## src/hbus_pkg.sv

```systemverilog
package hbus_pkg;

    // Bus geometry
    localparam int DQ_WIDTH = 8;
    localparam int WORD_WIDTH = 2 * DQ_WIDTH;

    // Timing in clk cycles
    localparam int TACC_COUNT = 7;
    localparam int RESET_COUNT = 2;
    localparam int RECOVERY_COUNT = 2;
    localparam int TIMEOUT_COUNT = 15;

    // Counter widths
    localparam int SEQ_COUNT_W = $clog2(2 * TACC_COUNT + 1);
    localparam int TIMEOUT_W = $clog2(TIMEOUT_COUNT + 1);

    typedef logic [SEQ_COUNT_W-1:0] seq_count_t;
    typedef logic [TIMEOUT_W-1:0] timeout_count_t;

    // One host request as latched at the start of a transaction
    typedef struct packed {
        logic                  rw;
        logic                  reg_space;
        logic [31:0]           adr;
        logic [WORD_WIDTH-1:0] wdata;
    } hbus_req_t;

    // Command/address word, most significant field goes out first
    typedef struct packed {
        logic        rw;
        logic        addr_space;
        logic        burst_linear;
        logic [28:0] row_col_hi;
        logic [12:0] reserved;
        logic [2:0]  col_lo;
    } hbus_ca_t;

    localparam int CA_WIDTH = $bits(hbus_ca_t);

    typedef enum logic [2:0] {
        RESET,
        IDLE,
        COMMAND,
        LATENCY,
        READ,
        WRITE,
        ERROR
    } hbus_state_e;

endpackage

```

## src/hbus_ca_shifter.sv

```systemverilog
`timescale 1ns/1ps

module hbus_ca_shifter (
    input  logic                                clk,
    input  logic                                rst,
    input  logic                                load_i,
    input  logic                                step_i,
    input  hbus_pkg::hbus_req_t                 req_i,
    output logic [hbus_pkg::WORD_WIDTH-1:0]     ca_word_o,
    output logic [hbus_pkg::WORD_WIDTH-1:0]     wdata_o
);

    hbus_pkg::hbus_ca_t                     ca_build;
    logic [hbus_pkg::CA_WIDTH-1:0]          ca_q;
    logic [hbus_pkg::WORD_WIDTH-1:0]        wdata_q;

    // Command/address fields from the host request
    always_comb begin
        ca_build.rw           = req_i.rw;
        ca_build.addr_space   = req_i.reg_space;
        // Wrapped bursts only, single word
        ca_build.burst_linear = 1'b0;
        ca_build.row_col_hi   = req_i.adr[31:3];
        ca_build.reserved     = '0;
        ca_build.col_lo       = req_i.adr[2:0];
    end

    always_ff @(posedge clk or posedge rst) begin
        if (rst) begin
            ca_q    <= '0;
            wdata_q <= '0;
        end else if (load_i) begin
            ca_q    <= ca_build;
            wdata_q <= req_i.wdata;
        end else if (step_i) begin
            // Next word moves to the top
            ca_q <= {ca_q[hbus_pkg::CA_WIDTH-hbus_pkg::WORD_WIDTH-1:0],
                     {hbus_pkg::WORD_WIDTH{1'b0}}};
        end
    end

    assign ca_word_o = ca_q[hbus_pkg::CA_WIDTH-1 -: hbus_pkg::WORD_WIDTH];
    assign wdata_o   = wdata_q;

endmodule

```

## src/hbus_ctrl.sv

```systemverilog
`timescale 1ns/1ps

module hbus_ctrl (
    input  logic                                clk,
    input  logic                                rst,
    // Host side
    input  logic                                rrq_i,
    input  logic                                wrq_i,
    input  logic                                reg_space_i,
    input  logic [31:0]                         adr_i,
    input  logic [hbus_pkg::WORD_WIDTH-1:0]     wdata_i,
    output logic [hbus_pkg::WORD_WIDTH-1:0]     rdata_o,
    output logic                                rdata_valid_o,
    output logic                                busy_o,
    output logic                                error_o,
    // Bus side, half rate
    output logic                                csn_o,
    output logic                                rstn_o,
    output logic                                clk_en_o,
    output logic [hbus_pkg::WORD_WIDTH-1:0]     dq_o,
    output logic                                dq_oe_o,
    input  logic [hbus_pkg::WORD_WIDTH-1:0]     dq_i,
    input  logic [1:0]                          rwds_i
);

    hbus_pkg::hbus_req_t                    req;
    hbus_pkg::hbus_state_e                  state;
    logic [hbus_pkg::WORD_WIDTH-1:0]        ca_word;
    logic [hbus_pkg::WORD_WIDTH-1:0]        wdata;
    logic                                   load;
    logic                                   step;
    logic                                   read_en;
    logic                                   strobe;
    logic                                   timeout;
    logic                                   dq_sel_wdata;
    logic                                   data_phase;
    logic [hbus_pkg::RECOVERY_COUNT-1:0]    recovery_q;
    logic                                   rdata_valid_q;

    assign req = '{rw: rrq_i, reg_space: reg_space_i, adr: adr_i, wdata: wdata_i};

    hbus_sequencer u_sequencer (
        .clk            (clk),
        .rst            (rst),
        .rrq_i          (rrq_i),
        .wrq_i          (wrq_i),
        .rwds_i         (rwds_i),
        .strobe_i       (strobe),
        .timeout_i      (timeout),
        .load_o         (load),
        .step_o         (step),
        .read_en_o      (read_en),
        .state_o        (state),
        .dq_sel_wdata_o (dq_sel_wdata),
        .clk_en_o       (clk_en_o),
        .dq_oe_o        (dq_oe_o)
    );

    hbus_ca_shifter u_ca_shifter (
        .clk       (clk),
        .rst       (rst),
        .load_i    (load),
        .step_i    (step),
        .req_i     (req),
        .ca_word_o (ca_word),
        .wdata_o   (wdata)
    );

    hbus_read_capture u_read_capture (
        .clk       (clk),
        .rst       (rst),
        .read_en_i (read_en),
        .rwds_i    (rwds_i),
        .dq_i      (dq_i),
        .rdata_o   (rdata_o),
        .strobe_o  (strobe),
        .timeout_o (timeout)
    );

    // Chip select low only while a transaction is on the bus
    assign csn_o   = !(state inside {hbus_pkg::COMMAND, hbus_pkg::LATENCY,
                                     hbus_pkg::READ, hbus_pkg::WRITE});
    assign rstn_o  = (state != hbus_pkg::RESET);
    assign error_o = (state == hbus_pkg::ERROR);

    assign dq_o = dq_sel_wdata ? wdata : ca_word;

    // Mirrors the recovery window that follows each read or write
    assign data_phase = (state == hbus_pkg::READ) || (state == hbus_pkg::WRITE);

    always_ff @(posedge clk or posedge rst) begin
        if (rst) begin
            recovery_q    <= '0;
            rdata_valid_q <= 1'b0;
        end else begin
            recovery_q    <= {recovery_q[hbus_pkg::RECOVERY_COUNT-2:0], data_phase};
            rdata_valid_q <= strobe;
        end
    end

    assign busy_o        = (state != hbus_pkg::IDLE) || (|recovery_q);
    assign rdata_valid_o = rdata_valid_q;

endmodule

```

## src/hbus_read_capture.sv

```systemverilog
`timescale 1ns/1ps

module hbus_read_capture (
    input  logic                                clk,
    input  logic                                rst,
    input  logic                                read_en_i,
    input  logic [1:0]                          rwds_i,
    input  logic [hbus_pkg::WORD_WIDTH-1:0]     dq_i,
    output logic [hbus_pkg::WORD_WIDTH-1:0]     rdata_o,
    output logic                                strobe_o,
    output logic                                timeout_o
);

    localparam hbus_pkg::timeout_count_t LAST_CYCLE =
        hbus_pkg::timeout_count_t'(hbus_pkg::TIMEOUT_COUNT - 1);

    hbus_pkg::timeout_count_t               wait_q;
    logic [hbus_pkg::WORD_WIDTH-1:0]        rdata_q;

    // Pattern 01 of the sampled pair marks a valid read strobe
    assign strobe_o = read_en_i && (rwds_i == 2'b01);

    // Last allowed cycle in read without a strobe
    assign timeout_o = read_en_i && (wait_q == LAST_CYCLE);

    // Cycles spent waiting in read, restarts whenever read_en_i drops
    always_ff @(posedge clk or posedge rst) begin
        if (rst) begin
            wait_q <= '0;
        end else if (!read_en_i) begin
            wait_q <= '0;
        end else if (wait_q != LAST_CYCLE) begin
            wait_q <= wait_q + 1'b1;
        end
    end

    // Read word, held until the next strobe
    always_ff @(posedge clk or posedge rst) begin
        if (rst) begin
            rdata_q <= '0;
        end else if (strobe_o) begin
            rdata_q <= dq_i;
        end
    end

    assign rdata_o = rdata_q;

endmodule

```

## src/hbus_sequencer.sv

```systemverilog
`timescale 1ns/1ps

module hbus_sequencer (
    input  logic                    clk,
    input  logic                    rst,
    input  logic                    rrq_i,
    input  logic                    wrq_i,
    input  logic [1:0]              rwds_i,
    input  logic                    strobe_i,
    input  logic                    timeout_i,
    output logic                    load_o,
    output logic                    step_o,
    output logic                    read_en_o,
    output hbus_pkg::hbus_state_e   state_o,
    output logic                    dq_sel_wdata_o,
    output logic                    clk_en_o,
    output logic                    dq_oe_o
);

    // Count loads, the FSM leaves a phase when the counter reaches zero
    localparam hbus_pkg::seq_count_t CNT_RESET =
        hbus_pkg::seq_count_t'(hbus_pkg::RESET_COUNT);
    localparam hbus_pkg::seq_count_t CNT_RECOVERY =
        hbus_pkg::seq_count_t'(hbus_pkg::RECOVERY_COUNT);
    localparam hbus_pkg::seq_count_t CNT_COMMAND =
        hbus_pkg::seq_count_t'(2);
    localparam hbus_pkg::seq_count_t CNT_LAT_1X =
        hbus_pkg::seq_count_t'(hbus_pkg::TACC_COUNT - 1);
    localparam hbus_pkg::seq_count_t CNT_LAT_2X =
        hbus_pkg::seq_count_t'(2 * hbus_pkg::TACC_COUNT - 1);

    hbus_pkg::hbus_state_e      state_q;
    hbus_pkg::seq_count_t       count_q;
    logic                       read_q;
    logic                       count_zero;
    logic                       take_req;

    assign count_zero = (count_q == '0);

    // Requests are taken only once recovery has run out
    assign take_req = (state_q == hbus_pkg::IDLE) && count_zero && (rrq_i || wrq_i);

    assign load_o    = take_req;
    // Shift after every command word except the last
    assign step_o    = (state_q == hbus_pkg::COMMAND) && !count_zero;
    assign read_en_o = (state_q == hbus_pkg::READ);

    assign dq_sel_wdata_o = (state_q == hbus_pkg::WRITE);
    assign dq_oe_o  = (state_q == hbus_pkg::COMMAND) || (state_q == hbus_pkg::WRITE);
    assign clk_en_o = (state_q == hbus_pkg::COMMAND) || (state_q == hbus_pkg::LATENCY) ||
                      (state_q == hbus_pkg::READ) || (state_q == hbus_pkg::WRITE);

    assign state_o = state_q;

    always_ff @(posedge clk or posedge rst) begin
        if (rst) begin
            state_q <= hbus_pkg::RESET;
            count_q <= CNT_RESET;
            read_q  <= 1'b0;
        end else begin
            case (state_q)
                hbus_pkg::RESET: begin
                    // Bus reset held low until the count runs out
                    if (count_zero) begin
                        state_q <= hbus_pkg::IDLE;
                    end else begin
                        count_q <= count_q - 1'b1;
                    end
                end

                hbus_pkg::IDLE: begin
                    if (take_req) begin
                        // Read wins when both strobes are up
                        read_q  <= rrq_i;
                        count_q <= CNT_COMMAND;
                        state_q <= hbus_pkg::COMMAND;
                    end else if (!count_zero) begin
                        count_q <= count_q - 1'b1;
                    end
                end

                hbus_pkg::COMMAND: begin
                    if (count_zero) begin
                        // RWDS high on both halves asks for doubled latency
                        if (rwds_i == 2'b11) begin
                            count_q <= CNT_LAT_2X;
                        end else begin
                            count_q <= CNT_LAT_1X;
                        end
                        state_q <= hbus_pkg::LATENCY;
                    end else begin
                        count_q <= count_q - 1'b1;
                    end
                end

                hbus_pkg::LATENCY: begin
                    if (count_zero) begin
                        state_q <= read_q ? hbus_pkg::READ : hbus_pkg::WRITE;
                    end else begin
                        count_q <= count_q - 1'b1;
                    end
                end

                hbus_pkg::READ: begin
                    if (strobe_i) begin
                        count_q <= CNT_RECOVERY;
                        state_q <= hbus_pkg::IDLE;
                    end else if (timeout_i) begin
                        state_q <= hbus_pkg::ERROR;
                    end
                end

                hbus_pkg::WRITE: begin
                    // Single word written, chip select goes high next
                    count_q <= CNT_RECOVERY;
                    state_q <= hbus_pkg::IDLE;
                end

                hbus_pkg::ERROR: begin
                    // Sticky until rst
                    state_q <= hbus_pkg::ERROR;
                end

                default: begin
                    count_q <= CNT_RESET;
                    state_q <= hbus_pkg::RESET;
                end
            endcase
        end
    end

endmodule

```

## config.mk

```make
export PLATFORM = sky130hd
export DESIGN_NAME = hbus_ctrl
export DESIGN_NICKNAME = d
export VERILOG_FILES = /design/src/hbus_pkg.sv /design/src/hbus_ca_shifter.sv /design/src/hbus_ctrl.sv /design/src/hbus_read_capture.sv /design/src/hbus_sequencer.sv
export SDC_FILE = /design/constraint.sdc
export NUM_CORES = 1
export LEC_CHECK = 0
export ABC_AREA = 0
export BUFFER_PORTS_ARGS = -buffer_cell sky130_fd_sc_hd__buf_4
export CAP_MARGIN = 20
export CORE_ASPECT_RATIO = 1.5
export CORE_MARGIN = 5
export CORE_UTILIZATION = 53
export DETAILED_ROUTE_END_ITERATION = 16
export PLACE_DENSITY = 0.89
export SYNTH_ARGS = -nofsm -noshare
export SYNTH_HDL_FRONTEND = slang
export SYNTH_HIERARCHICAL = 1
export SYNTH_SLANG_ARGS = --single-unit
```

## constraint.sdc

```tcl
create_clock -name clk -period 3.2 [get_ports clk]
set_clock_uncertainty 0.2 [all_clocks]
set_input_delay 0.32 -clock clk [delete_from_list [all_inputs] [get_ports clk]]
set_output_delay 0.32 -clock clk [all_outputs]
set_load 0.02 [all_outputs]
```

==> summary.txt, run 1 <==
Status
  – Status: completed

Logic synthesis
  – Syn nets: 423
  – Number of synthesized register bits: 82
  – Distinct cells, synth: 45
  – Synthesized area: 4090 um2
  – Dominant synthesized flop cell: dfrtp_1
  – Syn. warnings: 6
  – Async set-reset flop share out of synthesis: 100%
  – Post-synthesis sequential area ratio: 50.2%
  – Synthesized area per cell: 11.7 um2
  – Post-synth EDFFs: 0
  – Cells after synthesis: 349

Cells and area
  – Fillers: 556
  – Commonest non-fill, non-tap cell in the layout: buf_4
  – Fraction of layout cells with a size suffix above 1: 40.6%
  – Design Area, Final: 5260 um2
  – Final net count: 525
  – Syn-to-layout area delta: 28.6%
  – Antenna cell count: 0
  – Commonest non-fill, non-tap cells in the layout: buf_4 (112), dfrtp_1 (81), nand2_1 (40)
  – Post-Route Utilization: 69.6%

Job
  – Max-cap violations: 0

Min path
  – Hold endpoint: u_ca_shifter/ca_q[24]$_DFFE_PP0P_
  – HP Start: adr_i[11]
  – Worst min-delay path category: input pin to register
  – Cells on Worst Hold Path: 3

Routing
  – Total Wirelength: 9230 um
  – Vias/cell: 5.20
  – Vias: 2904
  – DRC viols: 0
  – Final ANT Viol Nets: 0
  – Initial DRT Pass Iterations: 4
  – DRT iter0 DRCs: 157
  – WL per Instance: 16.5 um

Setup path
  – Worst EP required: 2.68 ns
  – Maximum fanout along the worst path: 17
  – Worst R2R End: u_sequencer/count_q[3]$_DFFE_PP0P_
  – FF-to-FF setup slack: 0.64 ns
  – Reg2Reg Depth: 7
  – Startpoint types: register
  – CP Capture Type: primary output
  – FF-to-FF Start: u_sequencer/state_o[0]$_DFFE_PP0P_
  – Worst Path Arrival: 2.18 ns
  – CP Class: register to primary output

Global routing
  – Initial antenna violation count: 0
  – Total grt overflow: 0
  – Vias in the first global route: 3195
  – Total track usage: 20.5%
  – Largest net degree at the start of global routing: 86
  – First-pass GRT wire length: 15400 um

Pwr
  – Part of the power in registers: 37.6%
  – Net load switching power: 1.52 mW
  – Switch share: 33.5%
  – Power Dens Cells: 861 nW/um2
  – Internal Power: 3.01 mW
  – Worst IR Drop VDD: 0.626 mV
  – Leak pwr: 2.55 nW
  – Total power: 4.53 mW
  – Combinational group share of total power: 39.8%
  – Clock power frac: 22.6%

Timing
  – Final setup viols: 0
  – Max-slew headroom: 50.1%
  – Unrepaired setup endpoints after global routing: false
  – Slew Viols, Final: 0
  – Fin crit share: 84.3%
  – Final hold slack: 0.00617 ns
  – Final hold violations: 0
  – Fin crit period: 2.70 ns
  – Pin slew with the least headroom to its limit: 0.748 ns
  – Achievable frequency: 371 MHz
  – Setup Total Neg Slack: 0 ns

Placement
  – Placed cell area: 4800 um2
  – Gpl congestion: 0.883
  – I/O Buffers: 109
  – Post-detail-place hpwl: 6410 um

Clocking
  – Cts bufs inserted: 9
  – Number of H-tree levels: 3
  – Clk sinks: 82
  – Worst-Skew Late Latency: 0.33 ns
  – Worst-case clock buffer depth: 2
  – CTS tree: done
  – CTS Root Cell: clkbuf_16
  – Clock transition at path regs: 0.06 ns

Floorplanning
  – Initial Utilization: 54.1%
  – Core Region: 7560 um2
  – Die area: 9610 um2
  – Die Wd: 81.7 um
  – Num ports: 110
  – Height of the die: 118 um
  – Row count: 39
routing by layer:
metal  vias to the layer above  track usage [%]  wire [um]
met5                         -                0          0
met4                         0             8.63        213
met3                        17             3.91        560
met2                        93             35.3       4950
met1                      1403             24.1       3510
li1                       1391                -          -
cells by family after synthesis:
logic type / count (synthesis) / synth area share [%]
simple gates: 88 / 11.2
mux: 69 / 20.6
xor+xnor: 2 / 0.428
compound gates: 59 / 8.81
flops: 82 / 50.2
buf+inv: 46 / 7.86
fa+ha+maj: 3 / 0.918
cells in the mapped netlist, types with 2 or more instances:
library cell | count | area, um2
o21ai_1 | 15 | 75.1
nand2b_1 | 17 | 106
a211o_1 | 2 | 17.5
a21o_1 | 2 | 15.0
a31oi_1 | 3 | 18.8
and2_0 | 2 | 12.5
or2b_1 | 2 | 15.0
a22o_1 | 4 | 35.0
mux2i_1 | 21 | 210
mux2_4 | 25 | 375
nand2_1 | 40 | 150
inv_1 | 9 | 33.8
nor3_1 | 4 | 20.0
mux2_2 | 23 | 259
and2_1 | 2 | 12.5
o21ai_0 | 22 | 110
a21oi_1 | 3 | 15.0
nor3b_2 | 2 | 25.0
clkbuf_1 | 4 | 15.0
ha_1 | 3 | 37.5
dfrtp_1 | 81 | 2030
buf_2 | 7 | 35.0
nor2_1 | 10 | 37.5
buf_4 | 18 | 135
a31o_2 | 2 | 17.5
nor2b_1 | 2 | 12.5
buf_6 | 6 | 67.6
state kept, by name, indices dropped and copies added, names as in the netlist:
register	flops
u_read_capture/wait_q	4
u_ca_shifter/ca_q	35
u_sequencer/count_q	4
rdata_valid_o	1
recovery_q	2
u_sequencer/state_o	3
u_sequencer/read_q	1
u_read_capture/rdata_o	16
u_ca_shifter/wdata_o	16
cell type report:
| type | instances | area, um2 | share of cell area [%] |
|---|---|---|---|
| Sequential cell | 82 | 2050 | 39.0 |
| Multi-Input combinational cell | 221 | 1730 | 32.8 |
| Timing Repair Buffer | 128 | 1020 | 19.4 |
| Clock buffer | 14 | 264 | 5.02 |
| Tap cell | 102 | 128 | 2.43 |
| Clock inverter | 2 | 35.0 | 0.666 |
| Inverter | 9 | 33.8 | 0.642 |
repair_timing:
item / CTS / global route
hold buffers: 14 / 0
setup buffers: 0 / 0
hold endpoints to repair: 43 / 0
gates resized for setup: 0 / 0
critical path, cell delays in order, from the launching register on:
cell and delay (ns):
dfrtp_1 0.55, nor2b_1 0.30, and2_1 0.17, buf_4 0.29
mux2_2 0.38, buf_4 0.16
through the flow:
step	std cells	worst slack [ns]
2_1_floorplan	349	0.800
3_3_place_gp	527	0.778
3_5_place_dp	527	0.656
4_1_cts	557	0.534
5_1_grt	558	0.386
6_report	558	0.503
worst max-delay path by stage:
| stage | startpoint | depth (start not counted) | slack, ns | to |
|---|---|---|---|---|
| after floorplan | u_sequencer/count_q[0]$_DFFE_PP0P_ | 8 | 0.80 | u_ca_shifter/wdata_o[0]$_DFFE_PP0P_ |
| after global placement | u_sequencer/count_q[0]$_DFFE_PP0P_ | 6 | 0.78 | u_ca_shifter/wdata_o[6]$_DFFE_PP0P_ |
| after detailed placement | u_sequencer/state_o[0]$_DFFE_PP0P_ | 7 | 0.66 | u_sequencer/count_q[3]$_DFFE_PP0P_ |
| after CTS | u_sequencer/state_o[1]$_DFFE_PP0P_ | 5 | 0.53 | dq_o[12] |
| after global routing | u_sequencer/state_o[0]$_DFFE_PP0P_ | 5 | 0.39 | dq_o[13] |
| final | u_sequencer/state_o[1]$_DFFE_PP0P_ | 5 | 0.50 | dq_o[12] |
power by group through the flow:
stage	Sequential [mW]	Clock, mW	Combinational [mW]
after floorplan	1.74	0	1.26
after global routing	1.76	1.09	1.95
after CTS	1.70	1.05	1.81
after global placement	1.68	0	1.72
final	1.70	1.02	1.80
after detailed placement	1.71	0	1.79
Note: power is estimated with default switching activity, not from simulation.
==> run 2, diff against run 1 <==
--- a/config.mk
+++ b/config.mk
@@ -5,7 +5,7 @@
 export SDC_FILE = /design/constraint.sdc
 export NUM_CORES = 1
 export LEC_CHECK = 0
-export ABC_AREA = 0
+export ABC_AREA = 1
 export BUFFER_PORTS_ARGS = -buffer_cell sky130_fd_sc_hd__buf_4
 export CAP_MARGIN = 20
 export CORE_ASPECT_RATIO = 1.5
==> constraint.sdc (replaced) <==
create_clock -name clk -period 2.6 [get_ports clk]
set_clock_uncertainty 0.2 [all_clocks]
set_input_delay 0.26 -clock clk [delete_from_list [all_inputs] [get_ports clk]]
set_output_delay 0.26 -clock clk [all_outputs]
set_load 0.02 [all_outputs]
==> summary.txt, run 2 <==
Status
  – Status: completed

Logic synthesis
  – Syn nets: 601 (+42%)
  – Number of synthesized register bits: 82 (unchanged)
  – Top cells by area, synth: dfrtp_1 (48%), nand2_1 (21%), nand3_1 (4.5%)
  – Post-synthesis sequential area ratio: 48.5% (-1.7 points)
  – Synthesized area per cell: 8.03 um2 (-31%)
  – Yosys top cell area share: 47.9% (-1.7 points)
  – Cells after synthesis: 527 (+51%)
  – Synth area leader: dfrtp_1
  – Syn. warnings: 6 (unchanged)
  – Synth top cells by count: nand2_1 (242), dfrtp_1 (81), inv_1 (39), nand3_1 (38), buf_4 (20)
  – Top-count cell post-synth: nand2_1
  – Distinct cells, synth: 29 (-36%)
  – Post-synth EDFFs: 0 (unchanged)
  – Async set-reset flop share out of synthesis: 100% (unchanged)
  – Synthesized area: 4230 um2 (+3.5%)
  – Dominant synthesized flop cell: dfrtp_1

Setup path
  – Reg2Reg Depth: 9 (+2)
  – Startpoint types: register
  – CP Class: register to register
  – Worst EP required: 2.60 ns (-0.08 ns)
  – CP Capture Type: register
  – Worst Path Arrival: 2.31 ns (+0.13 ns)
  – Maximum fanout along the worst path: 35 (+18)

Global routing
  – Total grt overflow: 0 (unchanged)
  – Total track usage: 24.7% (+4.3 points)
  – Initial antenna violation count: 0 (unchanged)
  – Largest net degree at the start of global routing: 36 (-58%)
  – First-pass GRT wire length: 20000 um (+30%)
  – Vias in the first global route: 4276 (+34%)

Routing
  – WL per Instance: 14.7 um (-11%)
  – Vias: 3962 (+36%)
  – Total Wirelength: 11600 um (+26%)
  – Initial DRT Pass Iterations: 5 (+1)
  – Final ANT Viol Nets: 0 (unchanged)
  – Vias/cell: 5.02 (-3.6%)
  – DRC viols: 0 (unchanged)
  – DRT iter0 DRCs: 242 (+54%)

Min path
  – Cells on Worst Hold Path: 3 (unchanged)
  – Worst min-delay path category: input pin to register

Clocking
  – CTS Root Cell: clkbuf_16
  – Cts bufs inserted: 9 (unchanged)
  – Number of H-tree levels: 3 (unchanged)
  – Clock transition at path regs: 0.06 ns (about the same)
  – CTS tree: done
  – Worst-case clock buffer depth: 2 (unchanged)
  – Clk sinks: 82 (unchanged)
  – # Post-CTS Setup Buffers: 0 (unchanged)
  – Worst-Skew Late Latency: 0.33 ns (about the same)

Timing
  – Fin crit period: 2.31 ns
  – Max-slew headroom: 49.0% (-1.1 points)
  – Pin slew with the least headroom to its limit: 0.764 ns (+0.0159 ns)
  – Achievable frequency: 433 MHz
  – Setup Total Neg Slack: 0 ns (unchanged)
  – Fin crit share: 88.9%
  – Slew Viols, Final: 0 (unchanged)
  – Final hold violations: 0 (unchanged)
  – Unrepaired setup endpoints after global routing: false
  – Final setup viols: 0 (unchanged)

Floorplanning
  – Num ports: 110 (unchanged)
  – Core Region: 7910 um2 (+4.5%)
  – Die area: 9910 um2 (+3.1%)
  – Row count: 40 (+2.6%)
  – Die Wd: 83.0 um (+1.5%)
  – Initial Utilization: 53.5% (-0.57 points)
  – Height of the die: 119 um (+1.6%)

Cells and area
  – Fillers: 534 (-4.0%)
  – Antenna cell count: 0 (unchanged)
  – Final net count: 756 (+44%)
  – Syn-to-layout area delta: 39.0%
  – Commonest non-fill, non-tap cells in the layout: nand2_1 (242), buf_4 (114), dfrtp_1 (80)
  – Commonest non-fill, non-tap cell in the layout: nand2_1
  – Max reg flops: 35 (unchanged)
  – Largest register by flop count: u_ca_shifter/ca_q
  – Fraction of layout cells with a size suffix above 1: 26.4% (-14 points)
  – Design Area, Final: 5890 um2 (+12%)

Placement
  – Gpl congestion: 0.922 (+4.5%)
  – Placed cell area: 4930 um2 (+2.7%)
  – Post-detail-place hpwl: 7110 um (+11%)
  – I/O Buffers: 109 (unchanged)

Pwr
  – Power Dens Cells: 1020 nW/um2 (+19%)
  – Worst IR Drop VDD: 0.698 mV (+11%)
  – Leak pwr: 3.17 nW (+25%)

Job
  – Max-cap violations: 0 (unchanged)
[run 2: cell count changes after synthesis, moves of 6 or more]
| cell | previous run | this run |
|---|---|---|
| o21ai_0 | 22 | 15 |
| nand3_1 | 0 | 38 |
| nand2_2 | 0 | 6 |
| nor2_1 | 10 | 16 |
| mux2_4 | 25 | 0 |
| inv_1 | 9 | 39 |
| nand2b_1 | 17 | 0 |
| mux2i_1 | 21 | 0 |
| nand3_2 | 0 | 19 |
| mux2_2 | 23 | 0 |
| o21ai_1 | 15 | 0 |
| nand2_1 | 40 | 242 |
| inv_2 | 0 | 8 |
[run 2: final cells by class]
cell class	count	area [um2]	share of cell area, %
repair buffers	180	1520	25.8
inverters	49	191	3.25
flip-flops and latches	82	2050	34.9
multi-input cells	360	1700	28.9
clock buffers	11	253	4.29
clock inverters	3	40.0	0.680
well taps	105	131	2.23
[run 2: final timing paths]
check | startpoint | end | slack, ns
min reg2reg | recovery_q[0]$_DFF_PP0_ | recovery_q[1]$_DFF_PP0_ | 0.20
min in group asynchronous | rst | recovery_q[0]$_DFF_PP0_ | 0.19
max in group asynchronous | rst | u_ca_shifter/ca_q[30]$_DFFE_PP0P_ | 1.14
min | adr_i[19] | u_ca_shifter/ca_q[32]$_DFFE_PP0P_ | 0.003
max | u_sequencer/count_q[0]$_DFFE_PP0P_ | u_ca_shifter/ca_q[32]$_DFFE_PP0P_ | 0.29
max reg2reg | u_sequencer/count_q[0]$_DFFE_PP0P_ | u_ca_shifter/ca_q[32]$_DFFE_PP0P_ | 0.29
[run 2: stage by stage]
stage / power, mW / hold WS (ns) / setup WS [ns] / util [%] / std cells
floorplan: 3.96 / -0.186 / 0.547 / - / 527
global placement: 4.53 / -0.0194 / 0.430 / 62.4 / 710
detailed placement: 4.62 / -0.0139 / 0.326 / 62.4 / 710
CTS: 5.99 / 0.00107 / 0.171 / 74.4 / 790
global route: 6.44 / 0.00937 / 0.0673 / 74.4 / 790
finish: 6.03 / 0.00301 / 0.289 / 74.4 / 790
[run 2: timing repair]
| item | CTS | global route |
|---|---|---|
| setup endpoints to repair | 0 | 4 |
| hold buffers | 66 | 0 |
| gates resized for setup | 0 | 1 |
| endpoints found under the hold margin | 120 | 0 |
[run 2: power by group]
part | switching, mW | total (mW) | internal [mW]
sequential | 0.384 | 2.19 | 1.81
clock | 0.470 | 1.25 | 0.781
combinational | 1.56 | 2.59 | 1.02
[run 2: worst max-delay path, cell delays in order, from the launching register on]
cell and delay (ns):
dfrtp_1 0.38, inv_1 0.10, ha_1 0.28, nand2_2 0.13
inv_2 0.13, nand3_4 0.10, inv_2 0.34, inv_4 0.27
nand3_1 0.15, nand3_1 0.10
[run 2: kinds of logic after synthesis]
family	after synthesis	share of synthesized area [%]
buffers and inverters	85	11.4
adders and majority gates	3	0.887
xor gates and xnor gates	4	0.828
DFF	82	48.5
AOI/OAI and AO/OA	23	3.22
and+or+nand+nor	330	35.1
[run 2: layer usage]
metal / wire, um / vias up / track usage (%)
met3: 695 / 29 / 6.02
li1: - / 1910 / -
met5: 0 / - / 0
met4: 274 / 0 / 9.51
met2: 6300 / 159 / 44.2
met1: 4350 / 1864 / 28.3
==> run 3, diff against run 2 <==
--- a/config.mk
+++ b/config.mk
@@ -6,11 +6,12 @@
 export NUM_CORES = 1
 export LEC_CHECK = 0
 export ABC_AREA = 1
-export BUFFER_PORTS_ARGS = -buffer_cell sky130_fd_sc_hd__buf_4
+export BUFFER_PORTS_ARGS = -buffer_cell sky130_fd_sc_hd__buf_2
 export CAP_MARGIN = 20
 export CORE_ASPECT_RATIO = 1.5
 export CORE_MARGIN = 5
 export CORE_UTILIZATION = 53
+export CTS_CLUSTER_DIAMETER = 40
 export DETAILED_ROUTE_END_ITERATION = 16
 export PLACE_DENSITY = 0.89
 export SYNTH_ARGS = -nofsm -noshare
==> summary.txt, run 3 (same netlist as run 2, synthesis figures left out) <==
Routing
  – Final ANT Viol Nets: 0 (unchanged)
  – WL per Instance: 15.0 um (+1.7%)
  – DRT iter0 DRCs: 318 (+31%)
  – DRC viols: 0 (unchanged)
  – Vias/cell: 5.02 (+0.17%)
  – Total Wirelength: 11900 um (+2.1%)
  – Vias: 3984 (+0.56%)
  – Initial DRT Pass Iterations: 5 (unchanged)

Timing
  – Achievable frequency: 415 MHz (-4.0%)
  – Final setup margin: 0.192 ns (-0.0969 ns)
  – Final setup viols: 0 (unchanged)
  – Slew Viols, Final: 0 (unchanged)
  – Pin slew with the least headroom to its limit: 0.771 ns (+0.00649 ns)
  – Final hold violations: 0 (unchanged)
  – Max-slew headroom: 48.6% (-0.43 points)
  – Fin crit period: 2.41 ns (+0.0969 ns)
  – Setup Total Neg Slack: 0 ns (unchanged)
  – Unrepaired setup endpoints after global routing: false
  – Fin crit share: 92.6% (+3.7 points)

Pwr
  – Clock power frac: 23.3% (+2.5 points)
  – Power Dens Cells: 1060 nW/um2 (+3.1%)
  – Part of the power in registers: 36.6% (+0.3 points)
  – Switch share: 40.8% (+0.70 points)
  – Internal Power: 3.54 mW (-2.0%)
  – Combinational group share of total power: 40.1% (-2.8 points)
  – Worst IR Drop VDD: 0.706 mV (+1.2%)
  – Leak pwr: 3.12 nW (-1.6%)
  – Net load switching power: 2.44 mW (+0.86%)

Floorplanning
  – Core Region: 7910 um2 (unchanged)
  – Num ports: 110 (unchanged)
  – Die area: 9910 um2 (unchanged)
  – Die Wd: 83.0 um (unchanged)
  – Initial Utilization: 53.5% (unchanged)
  – Height of the die: 119 um (unchanged)
  – Row count: 40 (unchanged)

Clocking
  – Worst-Skew Late Latency: 0.34 ns (about the same)
  – Clk sinks: 82 (unchanged)
  – Clock transition at path regs: 0.06 ns (about the same)
  – CTS tree: done
  – CTS Root Cell: clkbuf_16
  – Worst-case clock buffer depth: 2 (unchanged)
  – # Post-CTS Setup Buffers: 0 (unchanged)
  – Cts bufs inserted: 9 (unchanged)
  – Number of H-tree levels: 3 (unchanged)

Cells and area
  – Final net count: 757 (+0.13%)
  – Fillers: 565 (+5.8%)
  – Commonest non-fill, non-tap cells in the layout: nand2_1 (242), buf_2 (109), dfrtp_1 (80)
  – Max reg flops: 35 (unchanged)
  – Antenna cell count: 0 (unchanged)
  – Fraction of layout cells with a size suffix above 1: 26.5% (+0.030 points)
  – Commonest non-fill, non-tap cell in the layout: nand2_1
  – Largest register by flop count: u_ca_shifter/ca_q
  – Syn-to-layout area delta: 33.7%

Placement
  – I/O Buffers: 109 (unchanged)
  – Gpl congestion: 0.848 (-8.1%)
  – Post-detail-place hpwl: 7140 um (+0.40%)
  – DP Worst Slack: 0.325 ns (-0.00151 ns)

Global routing
  – Vias in the first global route: 4270 (-0.14%)
  – Largest net degree at the start of global routing: 36 (unchanged)
  – Initial antenna violation count: 0 (unchanged)
  – Total track usage: 24.8% (+0.051 points)
  – Total grt overflow: 0 (unchanged)
  – First-pass GRT wire length: 19900 um (-0.72%)

Setup path
  – CP Class: register to primary output
  – Worst EP required: 2.14 ns (-0.46 ns)
  – Worst Path Arrival: 1.95 ns (-0.36 ns)
  – Critical path depth: 7 (-2)
  – Maximum fanout along the worst path: 32 (-8.6%)
  – CP Capture Type: primary output
  – CP max-delay cell: dfrtp_1
  – Critical Path Max Stage Delay: 0.51 ns (+0.13 ns)
  – CP bufs+invs: 4 (unchanged)
  – CP delay by family, top: buffers and inverters
  – Reg2Reg Depth: 9 (unchanged)
  – Critical-path cell list: inv_2 > nand3_1 > inv_1 > buf_4 > nand2_1 > o21ai_0 > buf_2
  – Startpoint types: register

Min path
  – Cells on Worst Hold Path: 4 (+1)
  – Worst min-delay path category: input pin to register

Status
  – Status: completed

Job
  – Max-cap violations: 0 (unchanged)
run 3: tightest hold or removal path, stage by stage:
cell     delay, ns
buf_2         0.12
nand2_4       0.15
nand2_1       0.09
nand2_1       0.05
run 3: per-layer routing:
layer | global-route usage, % | vias up | wire, um
met5 | 0 | - | 0
met4 | 11.2 | 0 | 310
met3 | 6.09 | 32 | 693
met2 | 44.8 | 175 | 6360
met1 | 27.1 | 1861 | 4500
li1 | - | 1916 | -
run 3: timing repair:
action                     CTS  global route
gates resized for setup      0             1
hold buffers                67             0
setup endpoints to repair    0             1
hold endpoints to repair   121             0
run 3: final cells by class:
| class | instances | area, um2 | area share, % |
|---|---|---|---|
| multi-input cells | 360 | 1700 | 30.0 |
| flip-flops and latches | 82 | 2050 | 36.3 |
| well taps | 105 | 131 | 2.32 |
| clock inverters | 4 | 73.8 | 1.30 |
| repair buffers | 181 | 1250 | 22.1 |
| inverters | 49 | 191 | 3.38 |
| clock buffers | 12 | 256 | 4.53 |
run 3: final timing paths:
path	from	to	slack, ns
setup / recovery	u_sequencer/state_o[1]$_DFFE_PP0P_	dq_o[4]	0.19
hold / removal	rwds_i[0]	u_read_capture/rdata_o[7]$_DFFE_PP0P_	0.16
setup reg to reg	u_sequencer/count_q[0]$_DFFE_PP0P_	u_ca_shifter/ca_q[17]$_DFFE_PP0P_	0.25
hold reg to reg	recovery_q[0]$_DFF_PP0_	recovery_q[1]$_DFF_PP0_	0.19
max in group asynchronous	rst	u_ca_shifter/ca_q[21]$_DFFE_PP0P_	1.08
min in group asynchronous	rst	recovery_q[1]$_DFF_PP0_	0.21
run 3: per-stage QoR:
step | std cells | instance area [um2] | hold slack [ns] | total power [mW] | util, %
final | 793 | 5660 | 0.161 | 5.98 | 71.6
after detailed placement | 710 | 4660 | -0.00914 | 4.44 | 58.9
after global routing | 793 | 5660 | 0.184 | 6.37 | 71.6
after global placement | 710 | 4660 | -0.0156 | 4.35 | 58.9
after floorplan | 527 | 4230 | -0.186 | 3.96 | -
after CTS | 793 | 5660 | 0.153 | 5.94 | 71.6
run 3: power by group through the flow:
stage | registers (mW) | clock network [mW] | logic [mW]
final | 2.19 | 1.39 | 2.40
after global routing | 2.25 | 1.47 | 2.65
after global placement | 2.16 | 0 | 2.19
after CTS | 2.17 | 1.41 | 2.37
after floorplan | 2.23 | 0 | 1.73
after detailed placement | 2.18 | 0 | 2.26
